## src/include/gpgpu_host_macros.svh

```systemverilog
/*
  Widths and AXI-Lite register byte offsets shared by the host glue.
  Offsets are full 8-bit addresses; only word-aligned hits decode.
*/
`ifndef GPGPU_HOST_MACROS_SVH
`define GPGPU_HOST_MACROS_SVH

`define AXIL_ADDR_W      8
`define AXIL_DATA_W      32
`define WG_ID_W          16
`define WF_COUNT_W       4
`define WAVE_ITEM_W      6
`define KERNEL_DIM_W     8
`define MEM_ADDR_W       32
`define AXI_ID_W         4
`define AXI_DATA_W       64

// descriptor registers
`define REG_WG_ID        8'h00
`define REG_NUM_WF       8'h04
`define REG_WF_SIZE      8'h08
`define REG_START_PC     8'h0C
`define REG_KERNEL_SIZE  8'h10 // x 7:0, y 15:8, z 23:16
`define REG_PDS_BASE     8'h14

// control and status
`define REG_LAUNCH       8'h18
`define REG_STATUS       8'h1C // done in bit 0, wg id in 31:16

`endif

```

## src/hw/gpgpu_host_pkg.sv

```systemverilog
/*
  Types for the host-side and memory-side glue of the GPGPU core.
  Channel opcodes cover single-beat put/get and their acks only.
*/
`default_nettype none

`include "gpgpu_host_macros.svh"

package gpgpu_host_pkg;

  typedef logic [`AXIL_ADDR_W-1:0]     axil_addr_t;
  typedef logic [`AXIL_DATA_W-1:0]     axil_data_t;
  typedef logic [`AXIL_DATA_W/8-1:0]   axil_strb_t;

  typedef logic [`WG_ID_W-1:0]         wg_id_t;
  typedef logic [`WF_COUNT_W-1:0]      wf_count_t;
  typedef logic [`WAVE_ITEM_W-1:0]     wave_item_t;
  typedef logic [3*`KERNEL_DIM_W-1:0]  kernel_size_t; // {z, y, x}

  typedef logic [`MEM_ADDR_W-1:0]      mem_addr_t;
  typedef logic [`AXI_ID_W-1:0]        src_id_t;
  typedef logic [`AXI_DATA_W-1:0]      mem_data_t;
  typedef logic [`AXI_DATA_W/8-1:0]    mem_mask_t;

  typedef enum logic [2:0] {
    A_PUT_FULL = 3'd0,
    A_GET      = 3'd4
  } a_opcode_e;

  typedef enum logic [2:0] {
    D_ACCESS_ACK      = 3'd0,
    D_ACCESS_ACK_DATA = 3'd1
  } d_opcode_e;

  typedef enum logic [2:0] {
    BR_IDLE,
    BR_WRITE, // aw and w in flight
    BR_WRESP,
    BR_RADDR,
    BR_RDATA,
    BR_RESP   // channel D valid
  } bridge_state_e;

endpackage

`default_nettype wire

```

## src/hw/axil_host_regs.sv

```systemverilog
/*
  AXI-Lite slave holding one workgroup descriptor. One write and one read
  outstanding; aw and w must arrive together. Descriptor writes are dropped
  while a launch is pending. Reading REG_STATUS clears the done flag.
*/
`default_nettype none

`include "gpgpu_host_macros.svh"

module axil_host_regs import gpgpu_host_pkg::*; (
  input  wire           clk,
  input  wire           rst_n,

  input  wire           s_awvalid_i,
  output logic          s_awready_o,
  input  axil_addr_t    s_awaddr_i,
  input  wire           s_wvalid_i,
  output logic          s_wready_o,
  input  axil_data_t    s_wdata_i,
  input  axil_strb_t    s_wstrb_i,
  output logic          s_bvalid_o,
  input  wire           s_bready_i,
  output logic [1:0]    s_bresp_o,

  input  wire           s_arvalid_i,
  output logic          s_arready_o,
  input  axil_addr_t    s_araddr_i,
  output logic          s_rvalid_o,
  input  wire           s_rready_i,
  output axil_data_t    s_rdata_o,
  output logic [1:0]    s_rresp_o,

  input  wire           launch_pending_i,
  input  wire           done_i,
  input  wg_id_t        done_wg_id_i,
  output logic          launch_o,
  output logic          status_rd_o,

  output wg_id_t        wg_id_o,
  output wf_count_t     num_wf_o,
  output wave_item_t    wf_size_o,
  output mem_addr_t     start_pc_o,
  output kernel_size_t  kernel_size_o,
  output mem_addr_t     pds_baseaddr_o
);

  logic       wr_fire;
  logic       rd_fire;
  logic       desc_wr;
  axil_data_t wr_cur;
  axil_data_t wr_val;
  axil_data_t rd_mux;

  function automatic axil_data_t strb_merge(axil_data_t old_val, axil_data_t new_val,
                                            axil_strb_t strb);
    axil_data_t res;
    res = old_val;
    for (int i = 0; i < `AXIL_DATA_W/8; i++) begin
      if (strb[i])
        res[8*i +: 8] = new_val[8*i +: 8];
    end
    return res;
  endfunction

  // both channels taken in one cycle
  assign wr_fire     = s_awvalid_i & s_wvalid_i & ~s_bvalid_o;
  assign s_awready_o = wr_fire;
  assign s_wready_o  = wr_fire;
  assign s_bresp_o   = 2'b00;
  assign desc_wr     = wr_fire & ~launch_pending_i;
  assign launch_o    = desc_wr & (s_awaddr_i == `REG_LAUNCH);

  assign s_arready_o = ~s_rvalid_o;
  assign rd_fire     = s_arvalid_i & s_arready_o;
  assign s_rresp_o   = 2'b00;
  assign status_rd_o = rd_fire & (s_araddr_i == `REG_STATUS);

  // current register value for the byte merge
  always_comb begin
    wr_cur = '0;
    case (s_awaddr_i)
      `REG_WG_ID:       wr_cur[`WG_ID_W-1:0]        = wg_id_o;
      `REG_NUM_WF:      wr_cur[`WF_COUNT_W-1:0]     = num_wf_o;
      `REG_WF_SIZE:     wr_cur[`WAVE_ITEM_W-1:0]    = wf_size_o;
      `REG_START_PC:    wr_cur[`MEM_ADDR_W-1:0]     = start_pc_o;
      `REG_KERNEL_SIZE: wr_cur[3*`KERNEL_DIM_W-1:0] = kernel_size_o;
      `REG_PDS_BASE:    wr_cur[`MEM_ADDR_W-1:0]     = pds_baseaddr_o;
      default: ;
    endcase
  end

  assign wr_val = strb_merge(wr_cur, s_wdata_i, s_wstrb_i);

  always_ff @(posedge clk or negedge rst_n) begin
    if (!rst_n) begin
      wg_id_o        <= '0;
      num_wf_o       <= '0;
      wf_size_o      <= '0;
      start_pc_o     <= '0;
      kernel_size_o  <= '0;
      pds_baseaddr_o <= '0;
    end else if (desc_wr) begin
      case (s_awaddr_i)
        `REG_WG_ID:       wg_id_o        <= wr_val[`WG_ID_W-1:0];
        `REG_NUM_WF:      num_wf_o       <= wr_val[`WF_COUNT_W-1:0];
        `REG_WF_SIZE:     wf_size_o      <= wr_val[`WAVE_ITEM_W-1:0];
        `REG_START_PC:    start_pc_o     <= wr_val[`MEM_ADDR_W-1:0];
        `REG_KERNEL_SIZE: kernel_size_o  <= wr_val[3*`KERNEL_DIM_W-1:0];
        `REG_PDS_BASE:    pds_baseaddr_o <= wr_val[`MEM_ADDR_W-1:0];
        default: ; // launch and unmapped
      endcase
    end
  end

  always_comb begin
    rd_mux = '0;
    case (s_araddr_i)
      `REG_WG_ID:       rd_mux[`WG_ID_W-1:0]        = wg_id_o;
      `REG_NUM_WF:      rd_mux[`WF_COUNT_W-1:0]     = num_wf_o;
      `REG_WF_SIZE:     rd_mux[`WAVE_ITEM_W-1:0]    = wf_size_o;
      `REG_START_PC:    rd_mux[`MEM_ADDR_W-1:0]     = start_pc_o;
      `REG_KERNEL_SIZE: rd_mux[3*`KERNEL_DIM_W-1:0] = kernel_size_o;
      `REG_PDS_BASE:    rd_mux[`MEM_ADDR_W-1:0]     = pds_baseaddr_o;
      `REG_LAUNCH:      rd_mux[0]                   = launch_pending_i;
      `REG_STATUS: begin
        rd_mux[0]                          = done_i;
        rd_mux[`AXIL_DATA_W-1 -: `WG_ID_W] = done_wg_id_i;
      end
      default: ;
    endcase
  end

  always_ff @(posedge clk or negedge rst_n) begin
    if (!rst_n) begin
      s_bvalid_o <= 1'b0;
      s_rvalid_o <= 1'b0;
    end else begin
      if (wr_fire)
        s_bvalid_o <= 1'b1;
      else if (s_bready_i)
        s_bvalid_o <= 1'b0;
      if (rd_fire)
        s_rvalid_o <= 1'b1;
      else if (s_rready_i)
        s_rvalid_o <= 1'b0;
    end
  end

  always_ff @(posedge clk) begin
    if (rd_fire)
      s_rdata_o <= rd_mux; // held until rready
  end

endmodule

`default_nettype wire

```

## src/hw/wg_launch_ctrl.sv

```systemverilog
/*
  Launch and completion tracking for one workgroup at a time.
  A new completion is refused until software reads the status register.
*/
`default_nettype none

module wg_launch_ctrl import gpgpu_host_pkg::*; (
  input  wire    clk,
  input  wire    rst_n,

  input  wire    launch_i,
  input  wire    status_rd_i,
  output logic   launch_pending_o,
  output logic   done_o,
  output wg_id_t done_wg_id_o,

  output logic   host_req_valid_o,
  input  wire    host_req_ready_i,

  input  wire    host_rsp_valid_i,
  output logic   host_rsp_ready_o,
  input  wg_id_t host_rsp_wg_id_i
);

  logic rsp_fire;

  assign launch_pending_o = host_req_valid_o; // pending until core takes it
  assign host_rsp_ready_o = ~done_o;
  assign rsp_fire         = host_rsp_valid_i & host_rsp_ready_o;

  always_ff @(posedge clk or negedge rst_n) begin
    if (!rst_n) begin
      host_req_valid_o <= 1'b0;
    end else if (launch_i) begin
      host_req_valid_o <= 1'b1;
    end else if (host_req_ready_i) begin
      host_req_valid_o <= 1'b0;
    end
  end

  // set wins so a completion is never lost to a status read
  always_ff @(posedge clk or negedge rst_n) begin
    if (!rst_n) begin
      done_o       <= 1'b0;
      done_wg_id_o <= '0;
    end else if (rsp_fire) begin
      done_o       <= 1'b1;
      done_wg_id_o <= host_rsp_wg_id_i;
    end else if (status_rd_i) begin
      done_o       <= 1'b0;
    end
  end

endmodule

`default_nettype wire

```

## src/hw/mem_axi_bridge.sv

```systemverilog
/*
  Channel A/D to AXI4 master, single-beat 64-bit put and get only.
  One request in flight; a_ready is low from accept until the D handshake.
  Any opcode other than get is issued as a write. bresp/rresp are ignored.
*/
`default_nettype none

module mem_axi_bridge import gpgpu_host_pkg::*; (
  input  wire        clk,
  input  wire        rst_n,

  input  wire        a_valid_i,
  output logic       a_ready_o,
  input  a_opcode_e  a_opcode_i,
  input  src_id_t    a_source_i,
  input  mem_addr_t  a_address_i,
  input  mem_mask_t  a_mask_i,
  input  mem_data_t  a_data_i,

  output logic       d_valid_o,
  input  wire        d_ready_i,
  output d_opcode_e  d_opcode_o,
  output src_id_t    d_source_o,
  output mem_data_t  d_data_o,

  output logic       m_awvalid_o,
  input  wire        m_awready_i,
  output src_id_t    m_awid_o,
  output mem_addr_t  m_awaddr_o,
  output logic       m_wvalid_o,
  input  wire        m_wready_i,
  output mem_data_t  m_wdata_o,
  output mem_mask_t  m_wstrb_o,
  input  wire        m_bvalid_i,
  output logic       m_bready_o,
  input  src_id_t    m_bid_i,

  output logic       m_arvalid_o,
  input  wire        m_arready_i,
  output src_id_t    m_arid_o,
  output mem_addr_t  m_araddr_o,
  input  wire        m_rvalid_i,
  output logic       m_rready_o,
  input  src_id_t    m_rid_i,
  input  mem_data_t  m_rdata_i
);

  bridge_state_e state_q;
  logic          aw_done_q;
  logic          w_done_q;
  logic          aw_done_nxt;
  logic          w_done_nxt;
  logic          a_fire;
  src_id_t       req_src_q;
  mem_addr_t     req_addr_q;
  mem_data_t     req_data_q;
  mem_mask_t     req_mask_q;

  assign a_ready_o   = (state_q == BR_IDLE);
  assign a_fire      = a_valid_i & a_ready_o;

  assign m_awvalid_o = (state_q == BR_WRITE) & ~aw_done_q;
  assign m_wvalid_o  = (state_q == BR_WRITE) & ~w_done_q;
  assign m_bready_o  = (state_q == BR_WRESP);
  assign m_arvalid_o = (state_q == BR_RADDR);
  assign m_rready_o  = (state_q == BR_RDATA);
  assign d_valid_o   = (state_q == BR_RESP);

  assign aw_done_nxt = aw_done_q | (m_awvalid_o & m_awready_i);
  assign w_done_nxt  = w_done_q | (m_wvalid_o & m_wready_i);

  assign m_awid_o    = req_src_q;
  assign m_awaddr_o  = req_addr_q;
  assign m_wdata_o   = req_data_q;
  assign m_wstrb_o   = req_mask_q;
  assign m_arid_o    = req_src_q;
  assign m_araddr_o  = req_addr_q;

  always_ff @(posedge clk or negedge rst_n) begin
    if (!rst_n) begin
      state_q   <= BR_IDLE;
      aw_done_q <= 1'b0;
      w_done_q  <= 1'b0;
    end else begin
      case (state_q)
        BR_IDLE: begin
          if (a_fire)
            state_q <= (a_opcode_i == A_GET) ? BR_RADDR : BR_WRITE;
        end
        BR_WRITE: begin
          if (aw_done_nxt && w_done_nxt) begin
            state_q   <= BR_WRESP;
            aw_done_q <= 1'b0;
            w_done_q  <= 1'b0;
          end else begin
            aw_done_q <= aw_done_nxt;
            w_done_q  <= w_done_nxt;
          end
        end
        BR_WRESP: if (m_bvalid_i)  state_q <= BR_RESP;
        BR_RADDR: if (m_arready_i) state_q <= BR_RDATA;
        BR_RDATA: if (m_rvalid_i)  state_q <= BR_RESP;
        BR_RESP:  if (d_ready_i)   state_q <= BR_IDLE;
        default:  state_q <= BR_IDLE;
      endcase
    end
  end

  always_ff @(posedge clk) begin
    if (a_fire) begin
      req_src_q  <= a_source_i;
      req_addr_q <= a_address_i;
      req_data_q <= a_data_i;
      req_mask_q <= a_mask_i;
    end
    if ((state_q == BR_WRESP) && m_bvalid_i) begin
      d_opcode_o <= D_ACCESS_ACK;
      d_source_o <= m_bid_i;
      d_data_o   <= '0; // no payload on write ack
    end
    if ((state_q == BR_RDATA) && m_rvalid_i) begin
      d_opcode_o <= D_ACCESS_ACK_DATA;
      d_source_o <= m_rid_i;
      d_data_o   <= m_rdata_i;
    end
  end

endmodule

`default_nettype wire

```

## src/hw/gpgpu_host_top.sv

```systemverilog
/*
  Host and memory glue around the GPGPU core, which sits outside.
  Constant AXI fields (len, size, burst and the rest) are tied off by the
  integrator to single-beat, 8-byte, INCR.
*/
`default_nettype none

module gpgpu_host_top import gpgpu_host_pkg::*; (
  input  wire           clk,
  input  wire           rst_n,

  input  wire           s_awvalid_i,
  output logic          s_awready_o,
  input  axil_addr_t    s_awaddr_i,
  input  wire           s_wvalid_i,
  output logic          s_wready_o,
  input  axil_data_t    s_wdata_i,
  input  axil_strb_t    s_wstrb_i,
  output logic          s_bvalid_o,
  input  wire           s_bready_i,
  output logic [1:0]    s_bresp_o,
  input  wire           s_arvalid_i,
  output logic          s_arready_o,
  input  axil_addr_t    s_araddr_i,
  output logic          s_rvalid_o,
  input  wire           s_rready_i,
  output axil_data_t    s_rdata_o,
  output logic [1:0]    s_rresp_o,

  output logic          host_req_valid_o,
  input  wire           host_req_ready_i,
  output wg_id_t        host_req_wg_id_o,
  output wf_count_t     host_req_num_wf_o,
  output wave_item_t    host_req_wf_size_o,
  output mem_addr_t     host_req_start_pc_o,
  output kernel_size_t  host_req_kernel_size_o,
  output mem_addr_t     host_req_pds_baseaddr_o,
  input  wire           host_rsp_valid_i,
  output logic          host_rsp_ready_o,
  input  wg_id_t        host_rsp_wg_id_i,

  input  wire           a_valid_i,
  output logic          a_ready_o,
  input  a_opcode_e     a_opcode_i,
  input  src_id_t       a_source_i,
  input  mem_addr_t     a_address_i,
  input  mem_mask_t     a_mask_i,
  input  mem_data_t     a_data_i,
  output logic          d_valid_o,
  input  wire           d_ready_i,
  output d_opcode_e     d_opcode_o,
  output src_id_t       d_source_o,
  output mem_data_t     d_data_o,

  output logic          m_awvalid_o,
  input  wire           m_awready_i,
  output src_id_t       m_awid_o,
  output mem_addr_t     m_awaddr_o,
  output logic          m_wvalid_o,
  input  wire           m_wready_i,
  output mem_data_t     m_wdata_o,
  output mem_mask_t     m_wstrb_o,
  input  wire           m_bvalid_i,
  output logic          m_bready_o,
  input  src_id_t       m_bid_i,
  output logic          m_arvalid_o,
  input  wire           m_arready_i,
  output src_id_t       m_arid_o,
  output mem_addr_t     m_araddr_o,
  input  wire           m_rvalid_i,
  output logic          m_rready_o,
  input  src_id_t       m_rid_i,
  input  mem_data_t     m_rdata_i
);

  logic   launch;
  logic   status_rd;
  logic   launch_pending;
  logic   done;
  wg_id_t done_wg_id;

  axil_host_regs u_regs (
    .launch_o         (launch),
    .status_rd_o      (status_rd),
    .launch_pending_i (launch_pending),
    .done_i           (done),
    .done_wg_id_i     (done_wg_id),
    .wg_id_o          (host_req_wg_id_o),
    .num_wf_o         (host_req_num_wf_o),
    .wf_size_o        (host_req_wf_size_o),
    .start_pc_o       (host_req_start_pc_o),
    .kernel_size_o    (host_req_kernel_size_o),
    .pds_baseaddr_o   (host_req_pds_baseaddr_o),
    .*
  );

  wg_launch_ctrl u_launch (
    .launch_i         (launch),
    .status_rd_i      (status_rd),
    .launch_pending_o (launch_pending),
    .done_o           (done),
    .done_wg_id_o     (done_wg_id),
    .*
  );

  mem_axi_bridge u_bridge (.*); // ports match the top names

endmodule

`default_nettype wire

```

## config.mk

```make
export PLATFORM = sky130hd
export DESIGN_NAME = gpgpu_host_top
export DESIGN_NICKNAME = d
export VERILOG_FILES = /design/src/hw/gpgpu_host_pkg.sv /design/src/hw/axil_host_regs.sv /design/src/hw/wg_launch_ctrl.sv /design/src/hw/mem_axi_bridge.sv /design/src/hw/gpgpu_host_top.sv
export VERILOG_INCLUDE_DIRS = /design/src /design/src/include
export SDC_FILE = /design/constraint.sdc
export NUM_CORES = 1
export LEC_CHECK = 0
export ABC_AREA = 1
export BUFFER_PORTS_ARGS = -buffer_cell sky130_fd_sc_hd__buf_2
export CORE_AREA = 2 2 255 257
export CTS_CLUSTER_DIAMETER = 80
export DETAILED_ROUTE_END_ITERATION = 10
export DIE_AREA = 0 0 257 259
export GPL_ROUTABILITY_DRIVEN = 0
export SLEW_MARGIN = 20
export SYNTH_ARGS = -nofsm -noshare
export SYNTH_HDL_FRONTEND = slang
export SYNTH_SLANG_ARGS = --single-unit
```

## constraint.sdc

```tcl
create_clock -name clk -period 7.2 [get_ports clk]
set_input_delay 0.36 -clock clk [delete_from_list [all_inputs] [get_ports clk]]
set_output_delay 0.36 -clock clk [all_outputs]
set_load 0.01 [all_outputs]
```

* After elaboration in Yosys (flattened, before gate mapping)
Cells that the tools add are included.
** Word-level totals
- Bits of input ports :: 267
- Logic and storage cells :: 122
- Bits in registers :: 348
** Operators by class
- Muxes and demuxes :: 37
- Bitwise gates (word level) :: 20
- Equal/unequal tests :: 25
- Reductions and logical operators :: 18
** Operators by type and width (number)
- 64-bit 2-to-1 mux :: 2
- 10-bit one-hot mux with 4 select lines :: 2
- 8-bit by 5-bit equality test with 1-bit output, second input constant :: 7
- 8-bit 2-to-1 mux :: 5
- 3-bit one-hot mux with 6 select lines :: 2
- 8-bit by 4-bit equality test with 1-bit output, second input constant :: 4
- 8-bit one-hot mux with 4 select lines :: 1
- 8-bit one-hot mux with 3 select lines :: 1
- 2-bit one-hot mux with 5 select lines :: 2
- 4-bit one-hot mux with 5 select lines :: 1
- 3-bit 2-to-1 mux :: 6
- 8-bit by 3-bit equality test with 1-bit output, second input constant :: 2
- 8-bit logical NOT :: 2
- 8-bit one-hot mux with 2 select lines :: 1
- 1-bit AND :: 12
- 2-bit AND reduction :: 6
- 1-bit 2-to-1 mux :: 10
- 2-bit nonzero test :: 5
- 3-bit equality test, second input constant :: 3
- 4-bit 2-to-1 mux :: 2
- 2-bit inequality test, second input constant :: 4
- 1-bit one-hot mux with 8 select lines :: 1
- 3-bit by 2-bit equality test with 1-bit output, second input constant :: 2
- 1-bit inverter :: 6
- 7 further kinds :: 11

* Longest topological paths before layout
Gate-level depths: netlist of run 1.
- Word-level depth :: 7
- Depth in mapped cells :: 12
- Gate-level depth less buffers :: 12

* Modules after synthesis
From an unflattened synthesis of run 1, not the netlist that was laid out.
** Second synthesis, totals
- Cell total of the unflattened synthesis :: 1498
- Area, all modules :: 15210.8 um2
** By module, submodules not included
- axil_host_regs :: cells each 988, instances 1, area each 7687.4 um2, sequential area each 3863.7 um2
- mem_axi_bridge :: cells each 434, instances 1, area each 6764.0 um2, sequential area each 5430.2 um2
- wg_launch_ctrl :: cells each 76, instances 1, area each 759.5 um2, sequential area each 450.4 um2

* Worst setup path before layout of run 1
No wires, ideal clock.
- Path type :: register -> register
- Start :: register u_bridge.state_q[1]
- End :: register u_bridge.req_addr_q[0] (netlist: u_bridge.m_araddr_o[0]), enable pin
- Cell stages (with the launch flop) :: 5
- Buffers on the path :: 1
- Library setup time :: 576 ps
- Slack :: 1390 ps
- Arrival time :: 5234 ps
- Clock period less this slack :: 5810 ps
- Data required time :: 6624 ps
- Cell sequence :: dfrtp_1 > buf_2 > nor2_1 > nand2_1 > nor2_1
** Between the ends
- Word-level cells in the longest chain between the ends :: 2
** RTL lines
- from (decl) :: RTL line mem_axi_bridge.sv:48 : bridge_state_e state_q;
- from (signal assigned) :: RTL line mem_axi_bridge.sv:88 : state_q <= (a_opcode_i == A_GET) ? BR_RADDR : BR_WRITE;
- 3-bit logical NOT :: RTL line mem_axi_bridge.sv:59 : assign a_ready_o = (state_q == BR_IDLE);
- 1-bit AND :: RTL line mem_axi_bridge.sv:60 : assign a_fire = a_valid_i & a_ready_o;
- net u_bridge.a_fire :: RTL line mem_axi_bridge.sv:53 : logic a_fire;
- to (signal assigned) :: RTL line mem_axi_bridge.sv:112 : req_addr_q <= a_address_i;
- to (decl) :: RTL line mem_axi_bridge.sv:55 : mem_addr_t req_addr_q;
The timed path passes the listed nets, and every way through them passes these cells.
A chain may end at the register's enable or synchronous reset.

* Worst setup path in the final report of run 1
- Start :: register u_bridge.state_q[1]
- End :: register u_bridge.req_mask_q[5] (netlist: u_bridge.m_wstrb_o[5]), enable pin
** Between the ends
- Word-level cells in the longest chain between the ends :: 2
** RTL lines
- 3-bit logical NOT :: RTL line mem_axi_bridge.sv:59
- 1-bit AND :: RTL line mem_axi_bridge.sv:60
- net u_bridge.a_fire :: RTL line mem_axi_bridge.sv:53
- to (signal assigned) :: RTL line mem_axi_bridge.sv:114 : req_mask_q <= a_mask_i;
- to (decl) :: RTL line mem_axi_bridge.sv:57 : mem_mask_t req_mask_q;
The timed path passes the listed nets, and every way through them passes these cells.

==> metrics.md, run 1 <==
| Metric | Value |
|---|---|
| Synth warn | `0` |
| CTS tree | `built` |
| Dpl hpwl | `42.53 mm` |
| Hold Path Class | `in2reg` |
| Root Driver | `clkbuf_16` |
| Sequential fraction of the synthesis area | `65.44%` |
| WP depth | `4` |
| Reg2Reg Depth | `4` |
| DR vias | `12940` |
| 1st-iter DRT viols | `1174` |
| DIE AREA | `0.06656 mm²` |
| Number of flops mapped to enable cells by yosys | `208` |
| Syn avg cell area | `10.41 µm²` |
| Final worst path period share | `40.45%` |
| Vias in the first global route | `12920` |
| RSZ-0062 raised after global routing | `false` |
| Detail Route Antenna Nets | `0` |
| Setup crit start kind | `flip-flop` |
| Yosys cell types | `41` |
| Max Freq | `343.3 MHz` |
| Placed Instances | `2846` |
| Detailed-route DRC error count | `0` |
| Antenna violations before repair | `11` |
| Total Routing Usage GR | `16.52%` |
| I/O pin cnt | `646` |
| Leak Pwr | `10.37 nW` |
| Crit Path Max Fanout | `78` |
| Hold Path Depth | `1` |
| Post_cts resized | `0` |
| Required @ worst endpoint | `7370 ps` |
| FP Rows | `93` |
| Hold Fails Final Rpt | `0` |
| Ys async rst share | `39.94%` |
| Number of buffers created by CTS | `42` |
| Syn Inst Count | `1431` |
| Post-layout minimum cycle time | `2913 ps` |
| FF+latch count, synth | `348` |
| Crit path capture type | `flip-flop` |
| # nets final | `2422` |
| Final setup fails | `0` |
| CP cell instances | `nor2_1 > nand2_1 > nor2_4 > buf_4` |
| Syn-to-layout area delta | `42.64%` |
| Final Slew Violations | `0` |
| Cell Pwr Density | `262.1 mW/mm²` |
| Initial Util | `23.31%` |
| Overflow after GRT | `0` |
| CTS Buffer Depth | `3` |
| WL per Instance | `18.85 µm` |
| Largest net degree at the start of global routing | `79` |
| Vias/cell | `4.247` |
| Final WL | `57.43 mm` |
| CP arrival | `3090 ps` |
| Worst Tran Pin Value | `1051 ps` |
| Multi-input logic area | `0.004008 mm²` |
| TNS Setup | `0 ps` |
| Fin Clk Skew | `40.31 ps` |
| Critical path type | `reg2reg` |
| Die X | `257 µm` |
| Core occupancy in the finished layout | `33.25%` |
| Area post-placement | `0.01866 mm²` |
| Die height | `259 µm` |
| # H-tree levels | `2` |
| Share of cells above drive strength 1 | `35.45%` |
| Clock Latency Late Sink | `570 ps` |
| First-pass GRT wire length | `82.60 mm` |
| Number of port buffers | `639` |
| Layout Cells excl Fill | `3047` |
| TritonRoute pass-1 iters | `5` |
| Slowest Stage Delay on Critical Path | `880 ps` |
| CTS sink count | `348` |
| Slowest cell on the critical path | `buf_4` |
| Status | `finished, final reports clean` |
| Number of max-cap violations | `0` |
| Top delay family on crit path | `simple AND/OR/NAND/NOR gates` |
| Maximum vdd drop | `0.1835 mV` |
| Storage cell area | `0.009744 mm²` |
| Top FF cell, synth | `edfxtp_1` |
| Final instance area | `0.02124 mm²` |
| Worst-path clk slew | `60 ps` |
| Core Region | `0.06388 mm²` |
| Fill cell count | `6533` |
| Buffers plus inverters on the worst setup path | `1` |
| Rel. slew slack | `29.87%` |
| Synthesized cell area | `0.01489 mm²` |
cells in the mapped netlist (2+ instances only):
| cell | number | area, µm² |
|---|---|---|
| nand2_1 | 441 | 1655 |
| edfxtp_1 | 208 | 6246 |
| inv_1 | 141 | 529.3 |
| dfrtp_1 | 139 | 3478 |
| nor2_1 | 110 | 412.9 |
| nand3_1 | 64 | 320.3 |
| o21ai_1 | 60 | 300.3 |
| buf_4 | 48 | 360.4 |
| buf_2 | 29 | 145.1 |
| o21ai_0 | 27 | 135.1 |
| mux2_2 | 20 | 225.2 |
| o2111ai_1 | 16 | 140.1 |
| o211ai_1 | 15 | 112.6 |
| inv_2 | 13 | 48.80 |
| nand2_2 | 12 | 75.07 |
| o22ai_1 | 12 | 75.07 |
| a21oi_1 | 11 | 55.05 |
| nand4_1 | 7 | 43.79 |
| nor3_1 | 7 | 35.03 |
| clkbuf_1 | 6 | 22.52 |
| buf_6 | 5 | 56.30 |
| nor2_4 | 5 | 56.30 |
| a31oi_1 | 4 | 25.02 |
| nand2_4 | 4 | 45.04 |
| nor2_2 | 4 | 25.02 |
| nor2_8 | 4 | 80.08 |
| buf_1 | 3 | 11.26 |
| nor3_4 | 2 | 32.53 |
| or2_1 | 2 | 12.51 |
worst register-to-register path: stages, from the launching register on:
cell     delay (ps)
dfrtp_1         480
nor2_1          180
nand2_1         160
nor2_4          730
buf_4           900
kinds of logic after synthesis:
logic type | count (synthesis) | share of synthesized area [%]
simple gates | 667 | 19.19
other cells | 1 | 0.02518
flops | 348 | 65.44
mux | 20 | 1.513
buf+inv | 246 | 7.907
compound gates | 149 | 5.924
stage by stage:
stage	hold WS (ps)	total power [mW]	setup WS, ps
floorplan	64.41	3.038	1390
global placement	425.2	3.433	4060
detailed placement	430.7	3.441	4005
CTS	1.284	5.648	4276
global route	11.50	5.819	4059
finish	41.77	5.568	4287
path summary, 6_finish.rpt:
check / startpoint / slack [ps] / endpoint
max in group asynchronous: rst_n / 5410 / u_launch.done_wg_id_o[13]
worst min register to register: u_bridge.d_opcode_o[0] / 440 / u_bridge.d_opcode_o[0]
worst max-delay path: u_bridge.state_q[1] / 4290 / u_bridge.m_wstrb_o[5]
worst max register to register: u_bridge.state_q[1] / 4290 / u_bridge.m_wstrb_o[5]
min in group asynchronous: rst_n / 350 / u_regs.kernel_size_o[3]
worst min-delay path: a_data_i[53] / 40 / u_bridge.m_wdata_o[53]
routing by layer:
layer  vias to the layer above  share of wire (%)  track usage, %
met1                      6105                 43           22.37
met4                        10                3.1           6.347
met5                         -               0.11               0
met3                       109                8.0           3.915
li1                       6116                  -               -
met2                       601                 46           25.60
cell type report:
type,instances,area share [%]
Inverter,155,2.739
Clock buffer,59,5.396
Multi-Input combinational cell,842,18.87
Tap cell,855,5.037
Antenna cell,3,0.03534
Timing Repair Buffer,766,20.99
Clock inverter,19,1.060
Sequential cell,348,45.88
repair_timing:
action	4_1_cts	5_1_grt
setup buffers	0	0
hold buffers	120	0
endpoints found under the hold margin	190	0
cell usage in the layout, fill, tap and decap left out, drive strengths merged, types with 7 or more instances in the layout:
master and instances:
clkinv 10, edfxtp 208, buf 646, nand2 458
mux2 20, nand4 7, o21ai 87, nor3 10
inv 156, nand3 66, nor2 123, o211ai 16
a21oi 11, o22ai 12, o2111ai 16, dfrtp 139
clkbuf 59, dlygate4sd3 120
power by group:
part | leakage [nW] | switching (mW) | internal, mW | total, mW
clock network | 0.648 | 0.859 | 1.26 | 2.12
logic | 5.79 | 0.579 | 0.328 | 0.907
registers | 3.93 | 0.110 | 2.43 | 2.54
total | 10.4 | 1.55 | 4.02 | 5.57
flip-flops by register name, indices dropped and copies added, names as in the netlist, 3 cells and up:
register               flops
u_regs.num_wf_o            4
u_bridge.d_data_o         64
u_regs.pds_baseaddr_o     32
u_bridge.m_arid_o          4
u_bridge.m_wdata_o        64
u_launch.done_wg_id_o     16
u_regs.s_rdata_o          32
u_bridge.state_q           3
u_regs.kernel_size_o      24
u_regs.wf_size_o           6
u_bridge.m_wstrb_o         8
u_bridge.m_araddr_o       32
u_regs.start_pc_o         32
u_bridge.d_source_o        4
u_regs.wg_id_o            16
Note: power is estimated with default switching activity, not from simulation.
==> run 2, diff against run 1 <==
Settings changed: ABC_AREA 1 to 0, CORE_AREA 2 2 255 257 to 2 2 253 255, DIE_AREA 0 0 257 259 to 0 0 255 257.
Clock period 7.2 ns to 2.7 ns, I/O delays scaled along.
==> run 2 against run 1 <==
Fmax up 17%. Count of clock-buffer cells in the layout down 7. First-iteration DRC count up 9.3%. Via count up 1.3%. Synthesized cell count down 24%. Clock power rose to 2.9 times the previous value. Worst hold slack better by 19 ps. Critical path type unchanged.
==> metrics.md, run 2 <==
| Metric | Value |
|---|---|
| Status | `finished, final reports clean (unchanged)` |
| Die height | `257 µm (was 259 µm)` |
| Total Routing Usage GR | `18.03% (was 16.52%)` |
| CTS tree | `built (unchanged)` |
| Number of max-cap violations | `0 (unchanged)` |
| Fin Clk Skew | `35.34 ps (was 40.31 ps)` |
| Ys async rst share | `39.94% (unchanged)` |
| Number of flops mapped to enable cells by yosys | `208 (unchanged)` |
| WL per Instance | `21.82 µm (was 18.85 µm)` |
| CTS Buffer Depth | `3 (unchanged)` |
| Max Freq | `402.4 MHz (was 343.3 MHz)` |
| Storage cell area | `0.009744 mm² (unchanged)` |
| RSZ-0062 raised after global routing | `false (unchanged)` |
| DR top layer | `met4 (was met5)` |
| Final instance area | `0.02250 mm² (was 0.02124 mm²)` |
| Yosys cell types | `65 (was 41)` |
| I/O pin cnt | `646 (unchanged)` |
| Multi-input logic area | `0.004140 mm² (was 0.004008 mm²)` |
| Initial Util | `22.99% (was 23.31%)` |
| # H-tree levels | `2 (unchanged)` |
| Number of buffers created by CTS | `44 (was 42)` |
| Synth top area cells | `edfxtp_1 43%, dfrtp_1 24%, mux2_2 3.5% (was edfxtp_1 42%, dfrtp_1 23%, nand2_1 11%)` |
| Placed Instances | `2510 (was 2846)` |
| Area post-placement | `0.01856 mm² (was 0.01866 mm²)` |
| Slowest Stage Delay on Critical Path | `560 ps (was 880 ps)` |
| Synth warn | `0 (unchanged)` |
| Most frequent cells in the layout | `638 x buf_2, 243 x dlygate4sd3_1, 208 x edfxtp_1 (was 638 x buf_2, 439 x nand2_1, 208 x edfxtp_1)` |
| Metal2 WL | `29.13 mm (was 26.35 mm)` |
| Final setup fails | `0 (unchanged)` |
| Antenna violations before repair | `10 (was 11)` |
| Clock Latency Late Sink | `570 ps (about the same)` |
| FF+latch count, synth | `348 (unchanged)` |
| Fill cell count | `6156 (was 6533)` |
| Hold EP | `u_launch.host_req_valid_o (was u_bridge.m_wdata_o[53])` |
| FF-to-FF setup slack | `210 ps (was 4290 ps)` |
| Area share of the largest cell type after synthesis | `43.30% (was 41.95%)` |
| Hold wc startpoint | `s_awaddr_i[3] (was a_data_i[53])` |
| Post-layout minimum cycle time | `2485 ps (was 2913 ps)` |
| Hold Fails Final Rpt | `0 (unchanged)` |
| FP Rows | `92 (was 93)` |
| DR vias | `13120 (was 12940)` |
| Syn-to-layout area delta | `56.00% (was 42.64%)` |
| Yosys top cell by area | `edfxtp_1 (unchanged)` |
| Overflow after GRT | `0 (unchanged)` |
| Detailed-route DRC error count | `0 (unchanged)` |
| Root Driver | `clkbuf_16 (unchanged)` |
| DIE AREA | `0.06554 mm² (was 0.06656 mm²)` |
| Top FF cell, synth | `edfxtp_1 (unchanged)` |
| FF-to-FF End | `u_bridge.d_source_o[3] (was u_bridge.m_wstrb_o[5])` |
| Tot Pwr | `16.23 mW (was 5.568 mW)` |
| Number of port buffers | `639 (unchanged)` |
| # nets final | `2220 (was 2422)` |
| Reg2Reg Depth | `5 (was 4)` |
| Crit Path Max Fanout | `69 (was 78)` |
| Hold Path Class | `in2reg (unchanged)` |
| Metal1 wirelength | `25.39 mm (was 24.66 mm)` |
| Layout Cells excl Fill | `2841 (was 3047)` |
| TritonRoute pass-1 iters | `8 (was 5)` |
| Share of cells above drive strength 1 | `41.30% (was 35.45%)` |
| Worst-path clk slew | `70 ps (was 60 ps)` |
| Synthesized cell area | `0.01443 mm² (was 0.01489 mm²)` |
| WL met3 | `5.754 mm (was 4.569 mm)` |
| Detail Route Antenna Nets | `0 (unchanged)` |
| Sequential fraction of the synthesis area | `67.55% (was 65.44%)` |
| TNS Setup | `0 ps (unchanged)` |
| Required @ worst endpoint | `3010 ps (was 7370 ps)` |
| Final worst path period share | `92.05% (was 40.45%)` |
| Syn avg cell area | `13.30 µm² (was 10.41 µm²)` |
| Hold Path Depth | `3 (was 1)` |
| Top-count cell post-synth | `edfxtp_1 (was nand2_1)` |
| Commonest cells in the netlist | `208 x edfxtp_1, 139 x dfrtp_1, 113 x nor2_1, 93 x a21oi_1, 69 x and2_1 (was 441 x nand2_1, 208 x edfxtp_1, 141 x inv_1, 139 x dfrtp_1, 110 x nor2_1)` |
| First-pass GRT wire length | `87.95 mm (was 82.60 mm)` |
| Cell Pwr Density | `721.1 mW/mm² (was 262.1 mW/mm²)` |
| Worst Tran Pin Value | `868.8 ps (was 1051 ps)` |
| Vias in the first global route | `13360 (was 12920)` |
| Die X | `255 µm (was 257 µm)` |
| Largest net degree at the start of global routing | `88 (was 79)` |
| 1st-iter DRT viols | `1283 (was 1174)` |
| Most common cell after layout, fill and taps aside | `buf_2 (unchanged)` |
| Hold slack | `60.85 ps (was 41.77 ps)` |
| Setup crit start kind | `flip-flop (unchanged)` |
| Critical path type | `reg2reg (unchanged)` |
| Rel. slew slack | `41.69% (was 29.87%)` |
| Vias/cell | `4.616 (was 4.247)` |
| CTS sink count | `348 (unchanged)` |
| Core Region | `0.06274 mm² (was 0.06388 mm²)` |
| CP cell instances | `nand2b_1 > nor3_2 > buf_6 > mux2_2 > dlygate4sd3_1 (was nor2_1 > nand2_1 > nor2_4 > buf_4)` |
| Maximum vdd drop | `0.5766 mV (was 0.1835 mV)` |
| Crit path capture type | `flip-flop (unchanged)` |
| Slowest cell on the critical path | `dlygate4sd3_1 (was buf_4)` |
| Dpl hpwl | `47.05 mm (was 42.53 mm)` |
| Reg-to-Reg Start | `u_bridge.state_q[1] (unchanged)` |
| Final WL | `61.98 mm (was 57.43 mm)` |
| Syn Inst Count | `1085 (was 1431)` |
| Final Slew Violations | `0 (unchanged)` |
| Leak Pwr | `10.07 nW (was 10.37 nW)` |
| CP arrival | `2790 ps (was 3090 ps)` |
-- run 2: cell count changes in the layout (fill, tap and decap cells not counted), sizes merged, moves of 59 or more --
cell / change
inv: -136
a21oi: +82
nand2: -428
and2: +69
o21ai: -65
nand3: -59
dlygate4sd3: +123
-- run 2: where the power goes --
| group | internal, mW | switching [mW] | leakage, nW |
|---|---|---|---|
| logic | 1.27 | 1.78 | 5.49 |
| clock network | 3.67 | 2.40 | 0.735 |
| registers | 6.62 | 0.487 | 3.84 |
| total | 11.6 | 4.67 | 10.1 |
-- run 2: kinds of logic after synthesis --
group                     count (synthesis)  synth area share, %
and+or+nand+nor                         286                10.10
DFF                                     348                67.55
buffers and inverters                   118                4.302
xor gates and xnor gates                  1              0.06073
AOI/OAI and AO/OA                       252                11.86
muxes                                    79                6.106
other                                     1              0.02600
-- run 2: area by class of cell --
class	instances	share of cell area (%)
sequential	348	43.30
multi-input combinational	624	18.40
antenna	7	0.07784
inverter	17	0.2836
clock buffer	52	5.160
tap	846	4.704
clock inverter	29	1.473
timing repair buffer	918	26.60
-- run 2: through the flow --
stage          setup slack (ps)  util, %
2_1_floorplan             312.8        -
3_3_place_gp              365.5    29.58
3_5_place_dp              375.1    29.58
4_1_cts                   140.9    35.84
5_1_grt                   38.44    35.86
6_report                  214.7    35.87
-- run 2: critical path: cells and delay by family (launching register included) --
kind	cells	cell delay (ps)
buffers and inverters	2	930
AND/OR/NAND/NOR	2	470
flip-flops	1	440
multiplexers	1	380
-- run 2: what timing repair did --
item | 4_1_cts | 5_1_grt
endpoints found under the setup margin | 0 | 4
buffers inserted | 0 | 0
hold endpoints to repair | 376 | 0
gates resized for setup | 0 | 1
hold buffers | 243 | 0
-- run 2: how the worst max path moves through the flow --
| stage | from | to | slack [ps] | depth (start not counted) |
|---|---|---|---|---|
| floorplan | u_bridge.state_q[2] | u_bridge.d_data_o[0] | 310 | 5 |
| global placement | s_awaddr_i[4] | u_regs.pds_baseaddr_o[0] | 370 | 8 |
| detailed placement | s_awaddr_i[4] | u_regs.pds_baseaddr_o[0] | 380 | 8 |
| CTS | u_bridge.state_q[1] | u_bridge.d_source_o[0] | 140 | 5 |
| global route | u_bridge.state_q[1] | u_bridge.d_source_o[0] | 40 | 5 |
| finish | u_bridge.state_q[1] | u_bridge.d_source_o[3] | 210 | 5 |
-- run 2: routing by layer --
| metal | vias to the layer above | global-route usage [%] |
|---|---|---|
| met1 | 6497 | 23.97 |
| li1 | 5759 | - |
| met5 | - | 0 |
| met3 | 118 | 4.511 |
| met2 | 741 | 28.47 |
| met4 | 0 | 6.173 |
==> run 3, diff against run 2 <==
==> constraint.sdc (replaced) <==
create_clock -name clk -period 2.7 [get_ports clk]
set_input_delay 0 -clock clk [delete_from_list [all_inputs] [get_ports clk]]
set_output_delay 0 -clock clk [all_outputs]
set_load 0.01 [all_outputs]
==> run 3 against run 2 <==
Die area is the same. Critical path depth is the same. Fmax shrank 0.39%. Total power shrank 1.9%. Global-route usage grew 0.14 points. Non-clock buffer count grew 22. Combinational power grew 1%. Worst hold slack lost 11 ps. Register-to-register slack is essentially flat. Count of clock-buffer cells in the layout shrank 2. Critical endpoint is now u_bridge.d_source_o[1].
==> metrics.md, run 3 (synthesized netlist as in run 2, its figures left out) <==
| Metric | Value |
|---|---|
| Share of power burned in registers | `44.7% (was 43.8%)` |
| TritonRoute pass-1 iters | `6 (was 8)` |
| CP arrival | `2800 ps (was 2790 ps)` |
| Max Freq | `400.8 MHz (was 402.4 MHz)` |
| Total Routing Usage GR | `18.17% (was 18.03%)` |
| Number of buffers created by CTS | `42 (was 44)` |
| Number of port buffers | `639 (unchanged)` |
| Detail Route Antenna Nets | `0 (unchanged)` |
| Share of cells above drive strength 1 | `40.89% (was 41.30%)` |
| Cell Pwr Density | `704.4 mW/mm² (was 721.1 mW/mm²)` |
| TNS Setup | `0 ps (unchanged)` |
| I/O pin cnt | `646 (unchanged)` |
| Hold Fails Final Rpt | `0 (unchanged)` |
| Initial Util | `22.99% (unchanged)` |
| FP Rows | `92 (unchanged)` |
| Syn-to-layout area delta | `56.63% (was 56.00%)` |
| Layout Cells excl Fill | `2858 (was 2841)` |
| Final instance area | `0.02259 mm² (was 0.02250 mm²)` |
| Detailed-route DRC error count | `0 (unchanged)` |
| First-pass GRT wire length | `88.91 mm (was 87.95 mm)` |
| Status | `finished, final reports clean (unchanged)` |
| Dpl hpwl | `47.17 mm (was 47.05 mm)` |
| RSZ-0062 raised after global routing | `false (unchanged)` |
| Slowest cell on the critical path | `dlygate4sd3_1 (unchanged)` |
| Final WL | `62.50 mm (was 61.98 mm)` |
| Critical path type | `reg2reg (unchanged)` |
| Final setup fails | `0 (unchanged)` |
| Slowest Stage Delay on Critical Path | `550 ps (was 560 ps)` |
| 1st-iter DRT viols | `1327 (was 1283)` |
| Maximum vdd drop | `0.5449 mV (was 0.5766 mV)` |
| Vias in the first global route | `13500 (was 13360)` |
| Worst Tran Pin Value | `850.8 ps (was 868.8 ps)` |
| Setup crit start kind | `flip-flop (unchanged)` |
| Placed Instances | `2515 (was 2510)` |
| Sw power | `4.617 mW (was 4.666 mW)` |
| Area post-placement | `0.01859 mm² (was 0.01856 mm²)` |
| # H-tree levels | `2 (unchanged)` |
| CTS tree | `built (unchanged)` |
| Most frequent cells in the layout | `638 x buf_2, 260 x dlygate4sd3_1, 208 x edfxtp_1 (was 638 x buf_2, 243 x dlygate4sd3_1, 208 x edfxtp_1)` |
| Core occupancy in the finished layout | `36.02% (was 35.87%)` |
| Most common cell after layout, fill and taps aside | `buf_2 (unchanged)` |
| Worst-path clk slew | `60 ps (was 70 ps)` |
| Hold slack | `50.15 ps (was 60.85 ps)` |
| Crit path capture type | `flip-flop (unchanged)` |
| Sw frac | `29.01% (was 28.75%)` |
| # nets final | `2240 (was 2220)` |
| Tot Pwr | `15.92 mW (was 16.23 mW)` |
| Buffers plus inverters on the worst setup path | `2 (unchanged)` |
| Final Slew Violations | `0 (unchanged)` |
| Pre-CTS setup slack | `457.8 ps (was 375.1 ps)` |
| Clock Latency Late Sink | `560 ps (was 570 ps)` |
| Number of max-cap violations | `0 (unchanged)` |
| WL per Instance | `21.87 µm (was 21.82 µm)` |
| Crit Path Max Fanout | `69 (unchanged)` |
| Worst Setup Slack, final | `205.0 ps (was 214.7 ps)` |
| Die height | `257 µm (unchanged)` |
| Final worst path period share | `92.41% (was 92.05%)` |
| Vias/cell | `4.666 (was 4.616)` |
| Antenna violations before repair | `10 (unchanged)` |
| Rel. slew slack | `43.07% (was 41.69%)` |
| DR vias | `13340 (was 13120)` |
| Core Region | `0.06274 mm² (unchanged)` |
| Die X | `255 µm (unchanged)` |
| Pint | `11.30 mW (was 11.56 mW)` |
| Fin Clk Skew | `16.66 ps (was 35.34 ps)` |
| Post-layout minimum cycle time | `2495 ps (was 2485 ps)` |
| DIE AREA | `0.06554 mm² (unchanged)` |
| CTS sink count | `348 (unchanged)` |
| CP cell instances | `nand2b_1 > nor3_2 > buf_6 > mux2_2 > dlygate4sd3_1 (unchanged)` |
| Top delay family on crit path | `buffers and inverters (unchanged)` |
| Root Driver | `clkbuf_16 (unchanged)` |
| CTS Buffer Depth | `3 (unchanged)` |
| Required @ worst endpoint | `3010 ps (about the same)` |
| Hold Path Class | `in2reg (unchanged)` |
| Overflow after GRT | `0 (unchanged)` |
| Clock power share | `35.9% (was 37.4%)` |
| Leak Pwr | `10.12 nW (was 10.07 nW)` |
| Largest net degree at the start of global routing | `84 (was 88)` |
| Gate power share | `19.4% (was 18.8%)` |
| Fill cell count | `6105 (was 6156)` |
## run 3: cell types whose count changed in the layout (fill, tap and decap cells not counted), sizes merged, moves of 2 or more
cell	previous run	this run
dlygate4sd3	243	260
buf	675	680
clkinv	18	15
bufinv	6	4
clkbuf	52	50
diode	7	9
## run 3: routing by layer
metal	vias to the layer above	routed length (µm)	global-route usage, %	share of wire (%)
met5	-	26	0	0.042
met4	4	1921	6.595	3.1
met3	129	5338	4.259	8.5
li1	5784	-	-	-
met2	784	29290	28.86	47
met1	6634	25930	24.04	41
## run 3: power by group through the flow
stage	registers (mW)	logic, mW	clock network [mW]
6_report	7.11	3.09	5.71
5_1_grt	7.19	3.33	6.04
4_1_cts	7.09	3.10	5.83
3_5_place_dp	7.19	2.72	0
3_3_place_gp	7.17	2.67	0
2_1_floorplan	7.34	1.02	0
## run 3: what timing repair did
| item | 4_1_cts | 5_1_grt |
|---|---|---|
| gates resized for setup | 0 | 1 |
| setup buffers | 0 | 0 |
| setup endpoints to repair | 0 | 4 |
| endpoints found under the hold margin | 397 | 0 |
| hold buffers | 260 | 0 |
## run 3: worst min-delay path: stages
cell	delay, ps
buf_2	150
or4_4	170
nor3_2	90
a2bb2oi_1	150
## run 3: cell type report
type	instances	area (µm²)	share of cell area, %
sequential	348	9744	43.13
timing repair buffer	940	6193	27.41
multi-input combinational	624	4140	18.32
clock buffer	50	1122	4.967
tap	846	1059	4.685
clock inverter	24	249.0	1.102
inverter	17	63.81	0.2824
antenna	9	22.52	0.09968
## run 3: final timing paths
path | from | end | slack [ps] | depth (start not counted)
worst min-delay path | s_awaddr_i[6] | u_regs.wg_id_o[1] | 50 | 4
worst min register to register | u_bridge.d_opcode_o[0] | u_bridge.d_opcode_o[0] | 450 | 1
max in group asynchronous | rst_n | u_bridge.aw_done_q | 1790 | 3
min in group asynchronous | rst_n | u_regs.s_rvalid_o | 80 | 2
worst max register to register | u_bridge.state_q[1] | u_bridge.d_source_o[1] | 210 | 5
worst max-delay path | u_bridge.state_q[1] | u_bridge.d_source_o[1] | 210 | 5
